[src/logic/arbiter_pkg.sv]
// Array sizes, field widths and vector types shared by the AER readout RTL and its testbench
`default_nettype none

package arbiter_pkg;

    // Pixel array geometry
    localparam int ROWS     = 4;                    // Number of pixel rows
    localparam int COLS     = 4;                    // Number of pixel columns
    localparam int POLARITY = 2;                    // Request bits per pixel, bit 0 ON and bit 1 OFF

    // Address field widths
    localparam int X_WIDTH  = 2;                    // Row address width
    localparam int Y_WIDTH  = 2;                    // Column address width

    // Wallclock width
    localparam int TS_SIZE  = 16;                   // Free-running timestamp width

    // Event word layout, MSB first: row, column, timestamp, polarity
    localparam int WIDTH    = X_WIDTH + Y_WIDTH + TS_SIZE + 1;   // 21 bits in total

    // Row address
    typedef logic [X_WIDTH-1:0]  row_addr_t;

    // Column address
    typedef logic [Y_WIDTH-1:0]  col_addr_t;

    // One pixel's request level
    typedef logic [POLARITY-1:0] pix_req_t;

    // Wallclock sample
    typedef logic [TS_SIZE-1:0]  timestamp_t;

    // Packed output event
    typedef logic [WIDTH-1:0]    event_word_t;

endpackage : arbiter_pkg

`default_nettype wire

[src/logic/event_encoder.sv]
// Event encoder with wallclock, polarity pick and a one-word valid/ready output register
`timescale 1ns/10ps
`default_nettype none

module event_encoder
    import arbiter_pkg::*;
(
    input  logic        clk_i,                            // Clock
    input  logic        reset_i,                          // Async reset, active high
    input  logic        sel_valid_i,                      // Selection offered
    output logic        sel_ready_o,                      // Register free this cycle
    input  row_addr_t   sel_row_i,                        // Selected row
    input  col_addr_t   sel_col_i,                        // Selected column
    input  pix_req_t    sel_pol_i,                        // Selected request bits
    output event_word_t evt_data_o,                       // Packed event
    output logic        evt_valid_o,                      // Event present
    input  logic        evt_ready_i                       // Sink takes the event
);

    timestamp_t wallclock_q;                              // Free-running time base
    logic       pol_bit;                                  // Encoded polarity
    logic       load;                                     // Selection accepted

    // Wraps silently at the top
    always_ff @(posedge clk_i or posedge reset_i)
    begin
        if (reset_i)
        begin
            wallclock_q <= '0;
        end
        else
        begin
            wallclock_q <= wallclock_q + 1'b1;
        end
    end

    // ON wins when both bits are raised
    always_comb
    begin
        if (sel_pol_i[0])
        begin
            pol_bit = 1'b1;                               // ON event
        end
        else
        begin
            pol_bit = 1'b0;                               // OFF event
        end
    end

    // Free when empty or draining this cycle
    assign sel_ready_o = !evt_valid_o || evt_ready_i;
    assign load        = sel_valid_i && sel_ready_o;

    always_ff @(posedge clk_i or posedge reset_i)
    begin
        if (reset_i)
        begin
            evt_valid_o <= 1'b0;
        end
        else if (load)
        begin
            evt_valid_o <= 1'b1;
        end
        else if (evt_ready_i)
        begin
            evt_valid_o <= 1'b0;                          // Word consumed
        end
    end

    // Event word captured on each accepted selection
    always_ff @(posedge clk_i)
    begin
        if (load)
        begin
            evt_data_o <= {sel_row_i, sel_col_i, wallclock_q, pol_bit};
        end
    end

    // Word must not change while the sink back-pressures
    a_evt_stable: assert property (@(posedge clk_i) disable iff (reset_i)
        (evt_valid_o && !evt_ready_i) |=> (evt_valid_o && $stable(evt_data_o)))
        else $error("Event word changed under back-pressure");

endmodule : event_encoder

`default_nettype wire

[config.mk]
export PLATFORM = sky130hd
export DESIGN_NAME = event_encoder
export DESIGN_NICKNAME = d
export VERILOG_FILES = /design/src/logic/arbiter_pkg.sv /design/src/logic/event_encoder.sv
export SDC_FILE = /design/constraint.sdc
export NUM_CORES = 1
export LEC_CHECK = 0
export ABC_CLOCK_PERIOD_IN_PS = 1850
export BUFFER_PORTS_ARGS = -buffer_cell sky130_fd_sc_hd__buf_2
export CORE_ASPECT_RATIO = 0.5
export CORE_MARGIN = 2
export CORE_UTILIZATION = 30
export CTS_BUF_LIST = sky130_fd_sc_hd__clkbuf_8
export DETAILED_ROUTE_END_ITERATION = 10
export SYNTH_ARGS = -nofsm -noshare
export SYNTH_HDL_FRONTEND = slang
export SYNTH_SLANG_ARGS = --single-unit
[constraint.sdc]
create_clock -name clk_i -period 1.85 [get_ports clk_i]
set_input_delay 0.185 -clock clk_i [delete_from_list [all_inputs] [get_ports clk_i]]
set_output_delay 0.185 -clock clk_i [all_outputs]
set_load 0.01 [all_outputs]
# Word level (Yosys, flattened, before mapping)
# Cells that the tools add are included.
[totals]
register_bits = 38
input_bits = 10
out_inout_bits = 23
elab_cells = 11
[classes]
add_sub_neg = 1
muxes = 3
reduce_logical = 4
[op_table]
columns = ["cell", "n"]
rows = [
  ["$add 16x1->16 const B", 1],
  ["$mux 1", 3],
  ["$reduce_bool 2->1", 1],
  ["$logic_and 1x1->1", 1],
  ["$logic_not 1->1", 1],
  ["$logic_or 1x1->1", 1],
]

# Longest topological paths before layout
[depth]
word_depth = 4
depth_mapped = 4
ltp_nobuf = 4

# Worst setup path before layout
# No wires, ideal clock.
[synth_timing]
path_kind = "register -> register"
start = "reg evt_valid_o"
end = "reg evt_data_o[0], enable pin"
setup_time_ns = 0.379
arrival_time_ns = 1.140
required_ns = 1.471
slack_ns = 0.330
stages_incl_launch_ff = 3
path_buffers = 0
period_less_slack_ns = 1.520
cell_sequence = "dfrtp_1 -> nand2b_1 -> and2_1"
[synth_via]
elab_chain_len = 3
[synth_rtl]
columns = ["element", "line_no", "source"]
rows = [
  ["start: declaration", "event_encoder.sv:16", "output logic evt_valid_o,"],
  ["start signal: assignment", "event_encoder.sv:58", "evt_valid_o <= 1'b0;"],
  ["start signal: assignment", "event_encoder.sv:62", "evt_valid_o <= 1'b1;"],
  ["start signal: assignment", "event_encoder.sv:66", "evt_valid_o <= 1'b0;"],
  ["$logic_not 1->1", "event_encoder.sv:51", "assign sel_ready_o = !evt_valid_o || evt_ready_i;"],
  ["$logic_or 1x1->1", "event_encoder.sv:51", ""],
  ["net sel_ready_o", "event_encoder.sv:11", "output logic sel_ready_o,"],
  ["$logic_and 1x1->1", "event_encoder.sv:52", "assign load = sel_valid_i && sel_ready_o;"],
  ["net load", "event_encoder.sv:22", "logic load;"],
  ["end signal: assignment", "event_encoder.sv:75", "evt_data_o <= {sel_row_i, sel_col_i, wallclock_q, pol_bit};"],
  ["end: declaration", "event_encoder.sv:15", "output event_word_t evt_data_o,"],
]
# The timed path passes the listed nets, and every way through them passes these cells.
# A chain may end at the register's enable or synchronous reset.

# Worst setup path in the final report
[layout_timing]
start = "reg wallclock_q[0]"
end = "reg wallclock_q[12]"
[layout_via]
elab_chain_len = 1
[layout_rtl]
columns = ["element", "line_no", "source"]
rows = [
  ["start: declaration", "event_encoder.sv:20", "timestamp_t wallclock_q;"],
  ["start signal: assignment", "event_encoder.sv:33", "wallclock_q <= wallclock_q + 1'b1;"],
  ["$add 16x1->16", "event_encoder.sv:33", ""],
]
# No other way between the ends.

==> metrics.cfg <==
[global_routing]
grt_pass1_vias = 775
grt_max_degree = 18
grt_pass1_wl_um = 3600
grt_usage_pct = 9.49
grt_antenna_before_repair = 0
grt-ovfl-total = 0

[critical_path]
cp-start-kind = flip-flop
critPathArrivalTime_ns = 1.70
reg2reg_to = wallclock_q[12]
endpoint_kind = flip-flop
reg2reg_slack_ns = 0.35
crit_slowest_cell = dfrtp_1
max_stage_delay_ns = 0.43
path_max_fanout = 6
cp_cell_sequence = ha_1, nand4_1, nor4_1, xor2_1
worst-setup-path-type = reg -> reg
reg2reg_depth = 4
r2r_start = wallclock_q[0]
required_ns = 2.05

[cts]
h-tree-depth = 2
cts-buffers-inserted = 5
post_cts_buffers = 0
clkSlewWorstSetupHoldPaths_ns = 0.07
clockBufferDepth = 2
root_buffer = clkbuf_8
clock_sinks = 38
cts_tree = done
cts_hold_repair.buffers = 0
ctsResizeCount = 0
clock_latency_ns = 0.28

[run_status]
status = finished with violations
violations = hold timing

[finish]
antenna_cells = 0
nNetsFinal = 135
fill_cells = 416
syn2layout_area_growth_pct = 23.7
drive_gt1_share_pct = 32.0

[drt]
route.detailed.drc = 0
via_count = 788
via_per_inst = 4.33
first_pass_iters = 4
drt_iter0_markers = 24
routed_wl_um = 2150
antenna_left = 0
wl_per_cell_um = 11.8

[synth]
syn-cell-area_um2 = 1380
synthFlopType = edfxtp_1
synth_area_leader_cell = edfxtp_1
ys_types = 17
syn_inst = 85
ys_seq_area_share_pct = 76.7
synth.most_common_cell = edfxtp_1
yosys-top-cells-area = edfxtp_1 (46%), dfrtp_1 (31%), xor2_1 (5.7%)
synthTopCellsByCount = edfxtp_1 (21), dfrtp_1 (17), xor2_1 (9)
synth_top_area_share_pct = 45.8
synthArstFlopShare_pct = 44.7
synth_edf_count = 21
synth_seq_cells = 38
ys.warnings.count = 0
avgSynthCellArea_um2 = 16.2
synth_fp_nets = 96

[sta]
fin_tns_setup_ns = 0
hold_viol = 17
setup_viol = 0
worstMarginPinSlew_ns = 0.660
period_minus_slack_ns = 1.50
slew_viol_final = 0
rsz0062_at_grt = false
hold_slack_ns = -0.0101
fin_crit_sh_pct = 81.2
fmax_mhz = 666
slew_headroom_pct = 55.9
fin_worst_skew_ns = 0.00405

[min_path]
hold_class = in -> async

[floorplanning]
die_h_um = 51.9
coreArea_um2 = 4400
io_pins = 33
die-area_um2 = 5180
rows = 17
die_x_um = 99.8
start_util_pct = 31.3

[placed_design]
hpwl_um = 1550
portBuffers = 31
gp_congestion = 0.768

[job]
maxCapViolCount = 0

[power]
finalPower_w = 0.00150
p_leak_nw = 0.778
vdd_drop_max_v = 0.000262
cellPowerDensity_nw_per_um2 = 878

-- worst max path at each step --
| stage | startpoint | endpoint |
|---|---|---|
| after global placement | wallclock_q[0] | wallclock_q[12] |
| after floorplan | evt_valid_o | evt_data_o[0] |
| final | wallclock_q[0] | wallclock_q[12] |
| after CTS | wallclock_q[0] | wallclock_q[12] |
| after global routing | wallclock_q[0] | wallclock_q[12] |
| after detailed placement | wallclock_q[0] | wallclock_q[12] |
-- worst max-delay path, delay by kind of cell, from the launching register on --
kind          cells  cell delay [ns]
simple gates      2             0.59
flops             1             0.43
fa+ha+maj         1             0.23
xor+xnor          1             0.18
-- per-layer routing --
metal | global-route usage, % | up-vias | part of all wire, % | wire (um)
li1 | - | 380 | - | -
met1 | 10.8 | 391 | 42 | 898
met2 | 15.3 | 12 | 52 | 1120
met3 | 4.03 | 5 | 4.5 | 97
met4 | 5.48 | 0 | 1.7 | 37
met5 | 0 | - | 0 | 0
-- state kept, by name, summed over array words and instances, names as in the netlist --
| signal | cells |
|---|---|
| evt_data_o | 21 |
| evt_valid_o | 1 |
| wallclock_q | 16 |
-- per-stage QoR --
step / cell area, um2 / instances / utilization (%) / setup slack, ns
final: 1700 / 182 / 38.7 / 0.348
after global routing: 1700 / 182 / 38.7 / 0.185
after global placement: 1620 / 174 / 36.9 / 0.372
after floorplan: 1380 / 85 / - / 0.330
after CTS: 1700 / 182 / 38.7 / 0.335
after detailed placement: 1620 / 174 / 36.9 / 0.369
-- final cells by class --
type	instances	area [um2]	share of cell area, %
tap	57	71.3	4.19
sequential	38	1060	62.0
clock inverter	3	11.3	0.661
multi-input combinational	42	302	17.7
clock buffer	5	68.8	4.04
inverter	5	18.8	1.10
timing repair buffer	32	175	10.3
-- placed cells by master (no fill, tap or decap), drive strengths merged --
cell / netlist / final
edfxtp: 21 / 21
xor2: 9 / 9
nand4: 4 / 4
and2: 1 / 1
ha: 1 / 1
nor2: 3 / 3
nor4: 4 / 4
nand2b: 2 / 2
inv: 5 / 8
buf: 0 / 32
nand2: 4 / 4
nand3: 5 / 5
nor3: 4 / 4
dfrtp: 17 / 17
xnor2: 5 / 5
clkbuf: 0 / 5
-- cell families (layout without fill, tap and decap cells) --
group	Yosys count	in the layout	synth area share, %
AND/OR/NAND/NOR	27	27	12.1
XOR/XNOR	14	14	8.91
adder cells (fa/ha/maj)	1	1	0.909
buffers and inverters	5	45	1.36
flip-flops	38	38	76.7
-- report_power, final --
part	switching (W)	internal [W]	total (W)
Combinational	0.0000415	0.0000276	0.0000691
Sequential	0.00000437	0.000917	0.000921
Clock	0.000255	0.000251	0.000505
Total	0.000301	0.00120	0.00150
Power figures use the tool's default switching activity.
